===== config.mk =====
export PLATFORM = sky130hd
export DESIGN_NAME = c64_loader_top
export DESIGN_NICKNAME = d
export VERILOG_FILES = /design/src/rtl/c64_loader_pkg.sv /design/src/rtl/load_ctrl.sv /design/src/rtl/prg_header.sv /design/src/rtl/crt_parser.sv /design/src/rtl/basic_ptr_gen.sv /design/src/rtl/mem_slot_writer.sv /design/src/rtl/c64_loader_top.sv
export VERILOG_INCLUDE_DIRS = /design/src /design/src/rtl
export SDC_FILE = /design/constraint.sdc
export NUM_CORES = 1
export LEC_CHECK = 0
export CAP_MARGIN = 5
export CORE_MARGIN = 2
export CORE_UTILIZATION = 45
export CTS_CLUSTER_DIAMETER = 200
export DETAILED_ROUTE_END_ITERATION = 16
export DONT_BUFFER_PORTS = 1
export HOLD_SLACK_MARGIN = 0.15
export REMOVE_ABC_BUFFERS = 1
export SLEW_MARGIN = 5
export SYNTH_ARGS = -nofsm -noshare
export SYNTH_HDL_FRONTEND = slang
export SYNTH_HIERARCHICAL = 1
export SYNTH_SLANG_ARGS = --single-unit

===== constraint.sdc =====
create_clock -name clk_sys -period 5.7 [get_ports clk_sys]
set_input_delay 1.14 -clock clk_sys [delete_from_list [all_inputs] [get_ports clk_sys]]
set_output_delay 1.14 -clock clk_sys [all_outputs]
set_load 0.02 [all_outputs]

===== src/rtl/c64_loader_settings.svh =====
`ifndef C64_LOADER_SETTINGS_SVH
`define C64_LOADER_SETTINGS_SVH

// ============================================================
// Widths and file indices
// ============================================================
`define SDRAM_ADDR_W       25
`define PRG_INDEX          8'd4
`define CRT_INDEX          8'd5

// ============================================================
// Memory layout and CRT file offsets
// ============================================================
`define CRT_BASE           25'h100000  // First cartridge data byte
`define CRT_ALIGN_BITS     13          // 8 KB bank alignment
`define CRT_ID_OFS         'h16        // Cartridge id, big endian
`define CRT_EXROM_OFS      'h18
`define CRT_GAME_OFS       'h19
`define CRT_CHIP_OFS       'h40        // First chip packet
`define CRT_CHIP_HDR_LEN   16
`define MEMINIT_END        'h100       // Zero page size

`endif


===== src/rtl/c64_loader_pkg.sv =====
`default_nettype none

package c64_loader_pkg;

`include "c64_loader_settings.svh"

	// Plain vectors with a meaning
	typedef logic [7:0]                 byte_t;
	typedef logic [`SDRAM_ADDR_W-1:0]   sdram_addr_t;
	typedef logic [15:0]                c64_addr_t;
	typedef logic [7:0]                 file_index_t;
	typedef logic [31:0]                crt_len_t;

	// Loader sequence
	typedef enum logic [1:0] {
		IDLE,
		DOWNLOAD,
		MEMINIT,      // Zero page pointer patch after a PRG
		FINISH
	} load_state_t;

	// Position inside a CRT file
	typedef enum logic [1:0] {
		FILE_HDR,
		CHIP_HDR,
		CHIP_DATA
	} crt_state_t;

endpackage

`default_nettype wire


===== src/rtl/load_ctrl.sv =====
`timescale 1ns/100ps
`default_nettype none

`include "c64_loader_settings.svh"

module load_ctrl import c64_loader_pkg::*; (
	input  wire         clk_sys,
	input  wire         reset_n,
	input  wire         dl_active_i,
	input  file_index_t dl_index_i,
	input  byte_t       dl_data_i,
	input  wire         dl_valid_i,
	input  wire         prg_data_i,
	input  c64_addr_t   prg_start_i,
	input  wire         start_valid_i,
	input  wire         crt_data_i,
	input  wire         crt_align_i,
	input  c64_addr_t   prg_end_i,
	input  wire         patch_i,
	input  byte_t       patch_val_i,
	input  wire         wr_busy_i,
	output logic        dl_ready_o,
	output logic        accept_o,
	output logic        is_prg_o,
	output logic        is_crt_o,
	output sdram_addr_t load_addr_o,
	output logic        wr_req_o,
	output byte_t       wr_data_o,
	output logic        cart_attached_o,
	output logic        inject_done_o,
	output logic        meminit_o,
	output byte_t       init_addr_o
);

	localparam sdram_addr_t ALIGN_MASK = sdram_addr_t'((1 << `CRT_ALIGN_BITS) - 1);

	load_state_t state;
	file_index_t index_q;      // Kind of the file being loaded
	sdram_addr_t load_addr;
	byte_t       data_q;
	logic        meminit_last;
	logic        data_flag;

	assign data_flag    = prg_data_i | crt_data_i;
	assign meminit_last = (load_addr == sdram_addr_t'(`MEMINIT_END));

	// One write in flight, so hold the host off until the flag and the slot are clear
	assign dl_ready_o = (state == DOWNLOAD) && dl_active_i && !wr_busy_i && !data_flag;
	assign accept_o   = dl_valid_i && dl_ready_o;

	assign is_prg_o      = (state == DOWNLOAD) && (index_q == `PRG_INDEX);
	assign is_crt_o      = (state == DOWNLOAD) && (index_q == `CRT_INDEX);
	assign meminit_o     = (state == MEMINIT);
	assign inject_done_o = (state == FINISH);
	assign load_addr_o   = load_addr;
	assign init_addr_o   = load_addr[7:0];
	assign wr_data_o     = (state == MEMINIT) ? patch_val_i : data_q;

	always_comb begin
		wr_req_o = 1'b0;
		case (state)
			DOWNLOAD: wr_req_o = data_flag;
			MEMINIT:  wr_req_o = !wr_busy_i && !meminit_last && patch_i;
			default:  wr_req_o = 1'b0;
		endcase
	end

	always_ff @(posedge clk_sys) begin
		if (accept_o)
			data_q <= dl_data_i;
	end

	// ============================================================
	// Sequence and load address
	// ============================================================
	always_ff @(posedge clk_sys) begin
		if (!reset_n) begin
			state           <= IDLE;
			index_q         <= '0;
			load_addr       <= '0;
			cart_attached_o <= 1'b0;
		end else begin
			case (state)
				IDLE: if (dl_active_i) begin
					state   <= DOWNLOAD;
					index_q <= dl_index_i;
					if (dl_index_i == `CRT_INDEX) begin
						load_addr       <= `CRT_BASE;
						cart_attached_o <= 1'b0;    // New image replaces the old one
					end
				end
				DOWNLOAD: begin
					if (wr_req_o)
						load_addr <= load_addr + 1'b1;
					else if (start_valid_i)
						load_addr <= sdram_addr_t'(prg_start_i);
					else if (crt_align_i && ((load_addr & ALIGN_MASK) != '0))
						load_addr <= (load_addr | ALIGN_MASK) + 1'b1;   // Next 8 KB bank

					if (!dl_active_i) begin
						if (index_q == `PRG_INDEX) begin
							state     <= MEMINIT;
							load_addr <= '0;              // Walk the zero page
						end else begin
							state <= IDLE;
							if (index_q == `CRT_INDEX)
								cart_attached_o <= 1'b1;
						end
					end
				end
				MEMINIT: if (!wr_busy_i) begin
					// A patched address leaves with its write request
					if (meminit_last)
						state <= FINISH;
					else
						load_addr <= load_addr + 1'b1;
				end
				FINISH: state <= IDLE;
				default: state <= IDLE;
			endcase
		end
	end

endmodule

`default_nettype wire


===== src/rtl/prg_header.sv =====
`timescale 1ns/100ps
`default_nettype none

module prg_header import c64_loader_pkg::*; (
	input  wire         clk_sys,
	input  wire         reset_n,
	input  wire         accept_i,
	input  wire         is_prg_i,
	input  byte_t       dl_data_i,
	output c64_addr_t   prg_start_o,
	output c64_addr_t   prg_end_o,
	output logic        start_valid_o,
	output logic        prg_data_o
);

	logic [1:0] hdr_cnt;        // 2 once both address bytes are in

	always_ff @(posedge clk_sys) begin
		start_valid_o <= 1'b0;
		prg_data_o    <= 1'b0;
		if (!reset_n || !is_prg_i) begin
			hdr_cnt <= '0;
		end else if (accept_i) begin
			case (hdr_cnt)
				2'd0: begin
					prg_start_o[7:0] <= dl_data_i;     // Load address low byte
					hdr_cnt          <= 2'd1;
				end
				2'd1: begin
					prg_start_o[15:8] <= dl_data_i;
					prg_end_o         <= {dl_data_i, prg_start_o[7:0]};
					start_valid_o     <= 1'b1;
					hdr_cnt           <= 2'd2;
				end
				default: begin
					prg_end_o  <= prg_end_o + 1'b1;   // One past the last byte
					prg_data_o <= 1'b1;
				end
			endcase
		end
	end

endmodule

`default_nettype wire


===== src/rtl/crt_parser.sv =====
`timescale 1ns/100ps
`default_nettype none

`include "c64_loader_settings.svh"

module crt_parser import c64_loader_pkg::*; (
	input  wire         clk_sys,
	input  wire         reset_n,
	input  wire         accept_i,
	input  wire         is_crt_i,
	input  byte_t       dl_data_i,
	input  sdram_addr_t load_addr_i,
	output logic        crt_data_o,
	output logic        crt_align_o,
	output c64_addr_t   cart_id_o,
	output byte_t       cart_exrom_o,
	output byte_t       cart_game_o,
	output logic        bank_wr_o,
	output byte_t       bank_type_o,
	output c64_addr_t   bank_num_o,
	output c64_addr_t   bank_laddr_o,
	output c64_addr_t   bank_size_o,
	output sdram_addr_t bank_addr_o
);

	localparam logic [6:0] LAST_FILE_OFS = 7'(`CRT_CHIP_OFS - 1);
	localparam crt_len_t   HDR_LEN       = crt_len_t'(`CRT_CHIP_HDR_LEN);

	crt_state_t state;
	logic [6:0] file_ofs;
	logic [3:0] pkt_ofs;        // Byte inside a chip packet header
	crt_len_t   blk_len;
	crt_len_t   remain;

	always_ff @(posedge clk_sys) begin
		crt_data_o  <= 1'b0;
		crt_align_o <= 1'b0;
		bank_wr_o   <= 1'b0;
		if (!reset_n || !is_crt_i) begin
			state    <= FILE_HDR;
			file_ofs <= '0;
			pkt_ofs  <= '0;
		end else if (accept_i) begin
			case (state)
				// ============================================================
				// File header, 0x40 bytes
				// ============================================================
				FILE_HDR: begin
					file_ofs <= file_ofs + 1'b1;
					if (file_ofs == 7'(`CRT_ID_OFS))     cart_id_o[15:8] <= dl_data_i;
					if (file_ofs == 7'(`CRT_ID_OFS + 1)) cart_id_o[7:0]  <= dl_data_i;
					if (file_ofs == 7'(`CRT_EXROM_OFS))  cart_exrom_o    <= dl_data_i;
					if (file_ofs == 7'(`CRT_GAME_OFS))   cart_game_o     <= dl_data_i;
					if (file_ofs == LAST_FILE_OFS)
						state <= CHIP_HDR;
				end

				// ============================================================
				// Chip packet header, big endian fields
				// ============================================================
				CHIP_HDR: begin
					pkt_ofs <= pkt_ofs + 1'b1;     // Wraps to 0 after byte 15
					case (pkt_ofs)
						4'd0:  crt_align_o         <= 1'b1;    // Start on a fresh bank
						4'd4:  blk_len[31:24]      <= dl_data_i;
						4'd5:  blk_len[23:16]      <= dl_data_i;
						4'd6:  blk_len[15:8]       <= dl_data_i;
						4'd7:  blk_len[7:0]        <= dl_data_i;
						4'd9:  bank_type_o         <= dl_data_i;
						4'd10: bank_num_o[15:8]    <= dl_data_i;
						4'd11: bank_num_o[7:0]     <= dl_data_i;
						4'd12: bank_laddr_o[15:8]  <= dl_data_i;
						4'd13: bank_laddr_o[7:0]   <= dl_data_i;
						4'd14: bank_size_o[15:8]   <= dl_data_i;
						4'd15: begin
							bank_size_o[7:0] <= dl_data_i;
							bank_addr_o      <= load_addr_i;   // Already aligned
							bank_wr_o        <= 1'b1;
							remain           <= blk_len - HDR_LEN;
							if (blk_len != HDR_LEN)
								state <= CHIP_DATA;
						end
						default: ;
					endcase
				end

				CHIP_DATA: begin
					crt_data_o <= 1'b1;
					remain     <= remain - 1'b1;
					if (remain == crt_len_t'(1))
						state <= CHIP_HDR;            // Next packet follows
				end

				default: state <= FILE_HDR;
			endcase
		end
	end

endmodule

`default_nettype wire


===== src/rtl/basic_ptr_gen.sv =====
`timescale 1ns/100ps
`default_nettype none

module basic_ptr_gen import c64_loader_pkg::*; (
	input  byte_t       init_addr_i,
	input  c64_addr_t   prg_end_i,
	output logic        patch_o,
	output byte_t       patch_val_o
);

	// Zero page as a BASIC LOAD leaves it
	always_comb begin
		patch_o     = 1'b1;
		patch_val_o = 8'h00;
		case (init_addr_i)
			// Start of BASIC text, same as after reset
			8'h2B: patch_val_o = 8'h01;
			8'h2C: patch_val_o = 8'h08;

			// SAVE start left at zero
			8'hAC,
			8'hAD: patch_val_o = 8'h00;

			// VAR, ARY, STR and load end all point past the program
			8'h2D,
			8'h2F,
			8'h31,
			8'hAE: patch_val_o = prg_end_i[7:0];
			8'h2E,
			8'h30,
			8'h32,
			8'hAF: patch_val_o = prg_end_i[15:8];

			default: patch_o = 1'b0;   // Left untouched
		endcase
	end

endmodule

`default_nettype wire


===== src/rtl/mem_slot_writer.sv =====
`timescale 1ns/100ps
`default_nettype none

module mem_slot_writer import c64_loader_pkg::*; (
	input  wire         clk_sys,
	input  wire         reset_n,
	input  wire         io_slot_i,
	input  wire         wr_req_i,
	input  sdram_addr_t wr_addr_i,
	input  byte_t       wr_data_i,
	output logic        wr_busy_o,
	output logic        mem_we_o,
	output sdram_addr_t mem_addr_o,
	output byte_t       mem_data_o
);

	logic io_slot_q;
	logic slot_fall;
	logic pending;

	// Slot opens in the cycle after the falling edge is seen
	assign slot_fall = io_slot_q && !io_slot_i;
	assign wr_busy_o = pending;

	always_ff @(posedge clk_sys) begin
		if (!reset_n) begin
			io_slot_q <= 1'b0;
			pending   <= 1'b0;
			mem_we_o  <= 1'b0;
		end else begin
			io_slot_q <= io_slot_i;
			mem_we_o  <= 1'b0;
			if (wr_req_i) begin
				pending <= 1'b1;
			end else if (pending && slot_fall) begin
				pending  <= 1'b0;
				mem_we_o <= 1'b1;     // Single cycle strobe
			end
		end
	end

	// Held steady until the next request
	always_ff @(posedge clk_sys) begin
		if (wr_req_i) begin
			mem_addr_o <= wr_addr_i;
			mem_data_o <= wr_data_i;
		end
	end

endmodule

`default_nettype wire


===== src/rtl/c64_loader_top.sv =====
`timescale 1ns/100ps
`default_nettype none

module c64_loader_top (
	input  wire                        clk_sys,
	input  wire                        reset_n,
	// Download stream
	input  wire                        dl_active_i,
	input  c64_loader_pkg::file_index_t dl_index_i,
	input  c64_loader_pkg::byte_t      dl_data_i,
	input  wire                        dl_valid_i,
	output logic                       dl_ready_o,
	// Memory side
	input  wire                        io_slot_i,
	output logic                       mem_we_o,
	output c64_loader_pkg::sdram_addr_t mem_addr_o,
	output c64_loader_pkg::byte_t      mem_data_o,
	// Cartridge side
	output c64_loader_pkg::c64_addr_t  cart_id_o,
	output c64_loader_pkg::byte_t      cart_exrom_o,
	output c64_loader_pkg::byte_t      cart_game_o,
	output logic                       cart_attached_o,
	output logic                       bank_wr_o,
	output c64_loader_pkg::byte_t      bank_type_o,
	output c64_loader_pkg::c64_addr_t  bank_num_o,
	output c64_loader_pkg::c64_addr_t  bank_laddr_o,
	output c64_loader_pkg::c64_addr_t  bank_size_o,
	output c64_loader_pkg::sdram_addr_t bank_addr_o,
	output logic                       inject_done_o
);

	logic                        accept;
	logic                        is_prg;
	logic                        is_crt;
	logic                        meminit;
	c64_loader_pkg::sdram_addr_t load_addr;
	logic                        wr_req;
	c64_loader_pkg::byte_t       wr_data;
	logic                        wr_busy;
	c64_loader_pkg::byte_t       init_addr;
	c64_loader_pkg::c64_addr_t   prg_start;
	c64_loader_pkg::c64_addr_t   prg_end;
	logic                        start_valid;
	logic                        prg_data;
	logic                        crt_data;
	logic                        crt_align;
	logic                        patch;
	c64_loader_pkg::byte_t       patch_val;

	load_ctrl u_ctrl (
		.clk_sys, .reset_n, .dl_active_i, .dl_index_i, .dl_data_i, .dl_valid_i,
		.prg_data_i(prg_data), .prg_start_i(prg_start), .start_valid_i(start_valid),
		.crt_data_i(crt_data), .crt_align_i(crt_align), .prg_end_i(prg_end),
		.patch_i(patch), .patch_val_i(patch_val), .wr_busy_i(wr_busy),
		.dl_ready_o, .accept_o(accept), .is_prg_o(is_prg), .is_crt_o(is_crt),
		.load_addr_o(load_addr), .wr_req_o(wr_req), .wr_data_o(wr_data),
		.cart_attached_o, .inject_done_o, .meminit_o(meminit), .init_addr_o(init_addr)
	);

	prg_header u_prg (
		.clk_sys, .reset_n, .accept_i(accept), .is_prg_i(is_prg), .dl_data_i,
		.prg_start_o(prg_start), .prg_end_o(prg_end),
		.start_valid_o(start_valid), .prg_data_o(prg_data)
	);

	crt_parser u_crt (
		.clk_sys, .reset_n, .accept_i(accept), .is_crt_i(is_crt), .dl_data_i,
		.load_addr_i(load_addr), .crt_data_o(crt_data), .crt_align_o(crt_align),
		.cart_id_o, .cart_exrom_o, .cart_game_o, .bank_wr_o, .bank_type_o,
		.bank_num_o, .bank_laddr_o, .bank_size_o, .bank_addr_o
	);

	basic_ptr_gen u_ptr (
		.init_addr_i(init_addr), .prg_end_i(prg_end),
		.patch_o(patch), .patch_val_o(patch_val)
	);

	mem_slot_writer u_wr (
		.clk_sys, .reset_n, .io_slot_i, .wr_req_i(wr_req),
		.wr_addr_i(load_addr), .wr_data_i(wr_data), .wr_busy_o(wr_busy),
		.mem_we_o, .mem_addr_o, .mem_data_o
	);

endmodule

`default_nettype wire


**Yosys cells after proc, flatten, opt, wreduce, memory -nomap -nowiden**

Index checks and enable logic that the tools add are counted.

- Register bits after elaboration: 309
- Bits of input ports: 21
- Output and inout bits: 151
- Logic and storage cells: 213

- $add $sub $neg: 7
- Equality and inequality tests: 52
- Mux-type cells: 43
- Bitwise logic cells: 7
- Reductions and logical operators: 65

Operator list:

| operator | count |
|---|---|
| $mux 25 | 9 |
| $pmux 25 s3 | 1 |
| $reduce_and 4->1 | 17 |
| $eq 8x6->1 const B | 8 |
| $pmux 32 s2 | 1 |
| $add 25x1->25 const B | 2 |
| $eq 32x1->1 const B | 1 |
| $eq 8x8->1 const B | 4 |
| $mux 32 | 1 |
| $ne 32x5->1 const B | 1 |
| $pmux 16 s2 | 1 |
| $pmux 8 s4 | 1 |
| $sub 32x1->32 const B | 1 |
| $sub 32x5->32 const B | 1 |
| $eq 4x4->1 const B | 7 |
| $eq 7x5->1 const B | 4 |
| $eq 25x9->1 const B | 1 |
| $reduce_bool 25->1 | 1 |
| $eq 8x3->1 const B | 3 |
| $mux 2 | 9 |
| $add 16x1->16 const B | 1 |
| $eq 4x3->1 const B | 4 |
| $mux 1 | 14 |
| $ne 2x1->1 const B | 6 |
| 28 further kinds | 75 |

**Logic depth before layout (Yosys ltp)**

- Depth in word-level cells: 9
- Depth in mapped cells: 12

**Hierarchy**

The synthesis kept the hierarchy.

By module, submodules not included:

| module | times used | cells each | area an instance (um2) |
|---|---|---|---|
| crt_parser | 1 | 518 | 7781.2 |
| load_ctrl | 1 | 385 | 3081.7 |
| prg_header | 1 | 128 | 1597.8 |
| mem_slot_writer | 1 | 42 | 1089.8 |
| basic_ptr_gen | 1 | 40 | 289.0 |

**Worst setup path before layout**

Ideal clock, no wire load.

- Path kind: in2reg
- Start: input port dl_active_i
- End: register u_crt.remain[0], enable pin
- Library setup time: 0.432 ns
- Arrival: 4.187 ns
- Required time: 5.268 ns
- Setup slack: 1.081 ns
- Stages on the path: 5
- Buffers on the path: 0
- Cell sequence: nand2_1 > nor4_1 > and2_1 > nand3_1 > a21oi_1

- Longest elaborated chain between the ends: 5

RTL lines:

| item | RTL line | text |
|---|---|---|
| start: declaration | c64_loader_top.sv:8 | `input wire dl_active_i,` |
| $logic_and 1x1->1 (3 in a row) | load_ctrl.sv:48 | `assign dl_ready_o = (state == DOWNLOAD) && dl_active_i && !wr_busy_i && !data_flag;` |
| net dl_ready_o | c64_loader_top.sv:12 | `output logic dl_ready_o,` |
| $logic_and 1x1->1 | load_ctrl.sv:49 | `assign accept_o = dl_valid_i && dl_ready_o;` |
| net accept | c64_loader_top.sv:32 | `logic accept;` |
| $reduce_and 4->1 (no source line) | -- |  |
| end signal: assignment | crt_parser.sv:79 | `remain <= blk_len - HDR_LEN;` |
| end signal: assignment | crt_parser.sv:89 | `remain <= remain - 1'b1;` |
| end: declaration | crt_parser.sv:33 | `crt_len_t remain;` |

The timed path passes the listed nets, and every way through them passes these cells.
A chain may end at the register's enable or synchronous reset.

**Worst setup path after layout**

- Start: register u_ctrl.load_addr[3] (netlist: u_ctrl/load_addr_o[3])
- End: register u_ctrl.load_addr[24] (netlist: u_ctrl/load_addr_o[24])

- Longest elaborated chain between the ends: 9
- Elaborated cells between the ends (all ways): 32

RTL lines:

| item | RTL line | text |
|---|---|---|
| start: declaration | load_ctrl.sv:39 | `sdram_addr_t load_addr;` |
| start signal: assignment | load_ctrl.sv:88 | `` load_addr <= `CRT_BASE; `` |
| start signal: assignment | load_ctrl.sv:94 | `load_addr <= load_addr + 1'b1;` |
| start signal: assignment | load_ctrl.sv:96 | `load_addr <= sdram_addr_t'(prg_start_i);` |
| $eq 8x8->1 / $eq 8x6->1 (equally long branches) | basic_ptr_gen.sv:15 | `case (init_addr_i)` |
| $reduce_or 12->1 (no source line) (*) | -- |  |
| $mux 1 (*) | basic_ptr_gen.sv:15 |  |
| net patch | c64_loader_top.sv:47 | `logic patch;` |
| $logic_and 1x1->1 (*) | load_ctrl.sv:63 | `MEMINIT: wr_req_o = !wr_busy_i && !meminit_last && patch_i;` |
| $pmux 1 s2 (*) | load_ctrl.sv:61 | `case (state)` |
| net wr_req | c64_loader_top.sv:37 | `logic wr_req;` |
| $mux 25 (*) | load_ctrl.sv:93 | `if (wr_req_o)` |
| $mux 25 | load_ctrl.sv:101 | `` if (index_q == `PRG_INDEX) begin `` |
| $mux 25 (*) | load_ctrl.sv:100 | `if (!dl_active_i) begin` |
| $pmux 25 s3 (*) | load_ctrl.sv:83 | `case (state)` |

The timed path passes the listed nets; every way through them passes the cells marked *. The select of a mux whose other input is x is not followed.

==> summary.md <==
| Metric | Value |
|---|---|
| Post-layout net count | 1150 |
| Count of final max-slew check failures | 0 |
| Largest family of logic cells by synthesized area | simple AND/OR/NAND/NOR gates |
| Global-route wire length before repair | 50600 microns |
| FFs w/ async S/R, synth | 0 |
| R2R depth | 10 |
| Critical path, cell by cell | nor4bb_1 > o21ai_0 > o21ai_0 > nand2_1 > nor3_1 > o21ai_2 > nand2b_2 > mux2i_1 > o211ai_1 > o211ai_1 |
| Core area | ~30000 sq um |
| Post-cts sizing count | 0 |
| Arrival time of the worst setup path | roughly 4300 ps |
| Clock-pin transition on the worst setup and hold timing paths | 60 ps |
| Clock Skews | 20.6 ps |
| Startpoint of the lowest-slack hold path | u_ctrl/index_q[1]$_SDFFE_PN0P_ |
| Sinks on Clock Net | between 300 and 400 |
| Via count of the first global-routing pass | around 8400 |
| Average wire per cell in the routed design | 22.0 microns |
| Worst path top cell family by delay | simple AND/OR/NAND/NOR gates |
| Effective utilization at floorplan | 0.455 |
| Num rows | 64 |
| Gate count after technology mapping | 1113 |
| Worst Hold Depth | 2 |
| Power Density | 310 nW/um^2 |
| Warnings from Yosys | 6 |
| Count of placed standard cells in the final layout, fillers left out | 1531 |
| Internal power component | 3.75 mW |
| Top flip-flop cell by instance count after synthesis | edfxtp_1 |
| Proportion of power drawn by combinational gates | 0.019 |
| Simple logic cell fraction of the synthesized area | 0.169 |
| Arithmetic-cell share of the synthesized area counting full adders, half adders and majority gates | 0.0181 |
| Outcome | completed |
| Clock latency reported for the late side of the worst-skew pair | 540 ps |
| Mean post-synth cell area | between 10 and 15 sq um |
| Maximum level of the CTS H-tree | 2 |
| Total setup buffers inserted after CTS | 0 |
| Hold/Removal Path Class | flip-flop to flip-flop |
| End point of the worst hold path | u_ctrl/index_q[1]$_SDFFE_PN0P_ |
| Final clock period utilization by the worst path | 0.681 |
| Type of the worst setup path | flip-flop to flip-flop |
| Worst flop-to-flop path startpoint | u_ctrl/load_addr_o[3]$_SDFFE_PN0P_ |
| Area taken by flip-flops and latches | 8690 sq um |
| Overall overflow remaining after global route | 0 |
| Layout area overhead | 10.6% |
| Instance count after placement with tap cells included | 1468 |
| Chip Height | 179 microns |
| Cell area reported after detailed placement | 14200 sq um |
| Worst-case clock buffer depth | 3 |
| Unique cell type count in the Yosys netlist | 79 |
| Main area contributors after synthesis | edfxtp_1 (54%), dfxtp_1 (8.5%), xnor2_1 (3.4%) |
| Net switching share of the total power | 0.209 |
| HPWL after detailed placement | around 21000 microns |
| Clock tree from TritonCTS | built |
| Final Cell Area | ~15000 sq um |
| Syn Std Cell Area | ~14000 sq um |
| Xor and xnor area share after synthesis | 0.0500 |
| Post-route DRC violation count | 0 |
| Peak supply drop | 0.241 mV |
| Clock Tree Root | clkbuf_16 |
| Multi-input gate area in the final layout | slightly below 5000 sq um |
| Max_cap viols | 0 |
| Filler cells | 2661 |
| Number of vias after detailed routing | roughly 8900 |
| Slowest stage delay, CP | around 1100 ps |
| Sequential fraction of the synthesis area | 0.628 |
| Max stage delay cell, worst path | nor4bb_1 |
| Tmin final | 3880 ps |
| Leakage | 4.84 nW |
| Pin count of the biggest net entering global routing | 54 |
| DR iter-0 viols | 837 |
| Share of layout cells above drive strength 1 | 0.100 |
| Final hold violation count | 0 |
| Final design utilization | 0.503 |
| Final antenna diode count | 0 |
| Peak Freq | 258 MHz |
| Cell type with the highest aggregate area in the netlist | edfxtp_1 |
| Area share of the largest cell type after synthesis | 0.542 |
| Top fanout value on the critical path | 42 |
| NetSw | 0.993 mW |
| Number of port buffers | 0 |
| Worst Tran Pin Value | about 1200 ps |
| Vias per std cell | 5.81 |
| Final setup violation count | 0 |
| Endpoint of the worst-slack reg-to-reg timing path | u_ctrl/load_addr_o[24]$_SDFFE_PN0P_ |
| Minimum setup slack among reg-to-reg paths | 1820 ps |
| Register bit total from synthesis | between 300 and 400 |
| Number of buffers inserted by hold repair at cts | 0 |
| Startpoint type of the worst setup path | flip-flop |
| Final wirelength | between 30000 and 40000 microns |
| Share of power burned in the clock network | 0.467 |
| Antenna violations before repair | 1 |
| Final estimated routing congestion in global placement | 0.846 |
| Number of buffers and inverters on the critical path | 0 |
| Max-Slew Margin vs Limit | 0.204 |
| First-pass iteration count of the detailed router | 5 |
| Clock buffer count from CTS | 35 |
| Compound-Gate Fraction of Synth Area | 0.0907 |
| Share of total power in sequential cells | 0.514 |
| Number of top-level pins | 172 |
| Crit end category | flip-flop |
| Routed Antenna Nets | 0 |
| Die ar. | 32200 sq um |
| Die width | 179 microns |
| Mux contribution to synthesized area | 0.0188 |
| TNS Setup | 0 ps |
| RSZ-0062 raised after global routing | false |
| Count of flip-flops with a built-in enable after synthesis | between 200 and 300 |
| Gr usage total | 0.208 |
| Critical Path RT | 6110 ps |
==> through the flow <==
| step | hold slack [ps] | worst slack [ps] | power, mW |
|---|---|---|---|
| floorplan | 432 | 1080 | 2.55 |
| global placement | 439 | 1910 | 2.58 |
| detailed placement | 448 | 1800 | 2.58 |
| CTS | 457 | 1890 | 4.79 |
| global route | 489 | 1480 | 4.89 |
| finish | 454 | 1820 | 4.74 |
==> power groups by stage <==
stage / Clock (mW) / Sequential (mW) / Combinational (mW)
floorplan: 0 / 2.48 / 0.0658
global placement: 0 / 2.49 / 0.0894
detailed placement: 0 / 2.49 / 0.0903
CTS: 2.26 / 2.44 / 0.0907
global route: 2.36 / 2.44 / 0.100
finish: 2.21 / 2.44 / 0.0913
==> cells by family (layout without fill, tap and decap cells) <==
kind of cell | after synthesis | in the layout
AOI/OAI and AO/OA | 187 | 187
xor gates and xnor gates | 79 | 79
adders and majority gates | 20 | 20
buffers and inverters | 77 | 99
DFF | 309 | 309
muxes | 25 | 25
and+or+nand+nor | 416 | 416
==> worst max path at each step <==
stage,to,cells past startpoint,slack [ps],startpoint
detailed placement,u_crt/bank_addr_o[18]$_DFFE_PP_,8,1800,dl_active_i
global route,u_ctrl/load_addr_o[20]$_SDFFE_PN0P_,10,1480,u_ctrl/load_addr_o[3]$_SDFFE_PN0P_
global placement,u_crt/bank_addr_o[16]$_DFFE_PP_,8,1910,dl_active_i
floorplan,u_crt/remain[0]$_DFFE_PP_,5,1080,dl_active_i
finish,u_ctrl/load_addr_o[24]$_SDFFE_PN0P_,10,1820,u_ctrl/load_addr_o[3]$_SDFFE_PN0P_
CTS,u_ctrl/load_addr_o[24]$_SDFFE_PN0P_,10,1890,u_ctrl/load_addr_o[3]$_SDFFE_PN0P_
==> worst register-to-register path, cell delays in order (launching register included) <==
cell	delay (ps)
dfxtp_1	590
nor4bb_1	1050
o21ai_0	210
o21ai_0	150
nand2_1	80
nor3_1	190
o21ai_2	140
nand2b_2	840
mux2i_1	210
o211ai_1	200
o211ai_1	100
==> final cells by class <==
cell class | instances | share of cell area
flip-flops and latches | 309 | 0.567
multi-input cells | 727 | 0.314
clock buffers | 52 | 0.0654
well taps | 396 | 0.0324
clock inverters | 11 | 0.0101
inverters | 29 | 0.00711
repair buffers | 7 | 0.00343
==> registers in the layout (all words and copies together), names as in the netlist, 4 cells and up, named ones only <==
register            count
u_crt/bank_addr_o      25
u_crt/bank_laddr_o     16
u_crt/bank_num_o       16
u_crt/bank_size_o      16
u_crt/bank_type_o       8
u_crt/blk_len          32
u_crt/cart_exrom_o      8
u_crt/cart_game_o       8
u_crt/cart_id_o        16
u_crt/file_ofs          7
u_crt/pkt_ofs           4
u_crt/remain           32
u_ctrl/data_q           8
u_ctrl/index_q          8
u_ctrl/load_addr_o     25
u_prg/prg_end_o        16
u_prg/prg_start_o      16
u_wr/mem_addr_o        25
u_wr/mem_data_o         8
==> layer usage <==
layer	wire (microns)	share of wire	GRT usage	vias to the layer above
met5	0	0	0	-
met4	651	0.019	0.0534	0
met3	2560	0.076	0.0561	47
met2	14600	0.43	0.302	314
met1	15900	0.47	0.308	4345
li1	-	-	-	4187
==> Yosys cell counts (all sizes together), types with 3 or more instances <==
cell type and instances:
xnor2 53, buf 30, o22ai 6, nor2b 6, a21oi 52, nand2 94
a32o 6, ha 20, dfxtp 59, o31ai 7, nor4b 6, xor2 26
o2bb2ai 4, or2 5, nand3b 3, or4 12, o31a 3, mux2i 17
mux2 8, and3 9, o211ai 7, a22o 12, nand2b 8, inv 29
nand4 20, or3 12, o21a 3, nor3b 16, nor4 31, clkbuf 18
o32ai 6, o21ai 58, nor2 78, nor3 41, and2 18, nand3 47
edfxtp 250, a31oi 3
==> placed cells by master (no fill, tap or decap), types with 7 or more instances in the layout <==
cell       synthesis  final
nand3_1           44     44
o21ai_0           33     33
mux2i_1           17     17
dfxtp_1           59     59
mux2_2             8      8
clkbuf_1          18     12
buf_4              9      7
ha_1              20     20
or3_1             12     12
nor3b_1           14     14
nor2_1            75     75
inv_1             29     29
nor4_2             7      7
a22o_1            12     12
nor3_1            38     38
nand2_1           93     93
and3_1             9      9
clkbuf_16          0     36
nand4_1           19     19
or4_1              9      9
o21ai_1           22     22
xor2_1            26     26
nor4_1            21     21
xnor2_1           53     53
edfxtp_1         250    250
and2_1            17     16
a21oi_1           52     51
o211ai_1           7      7
Power figures use the tool's default switching activity.
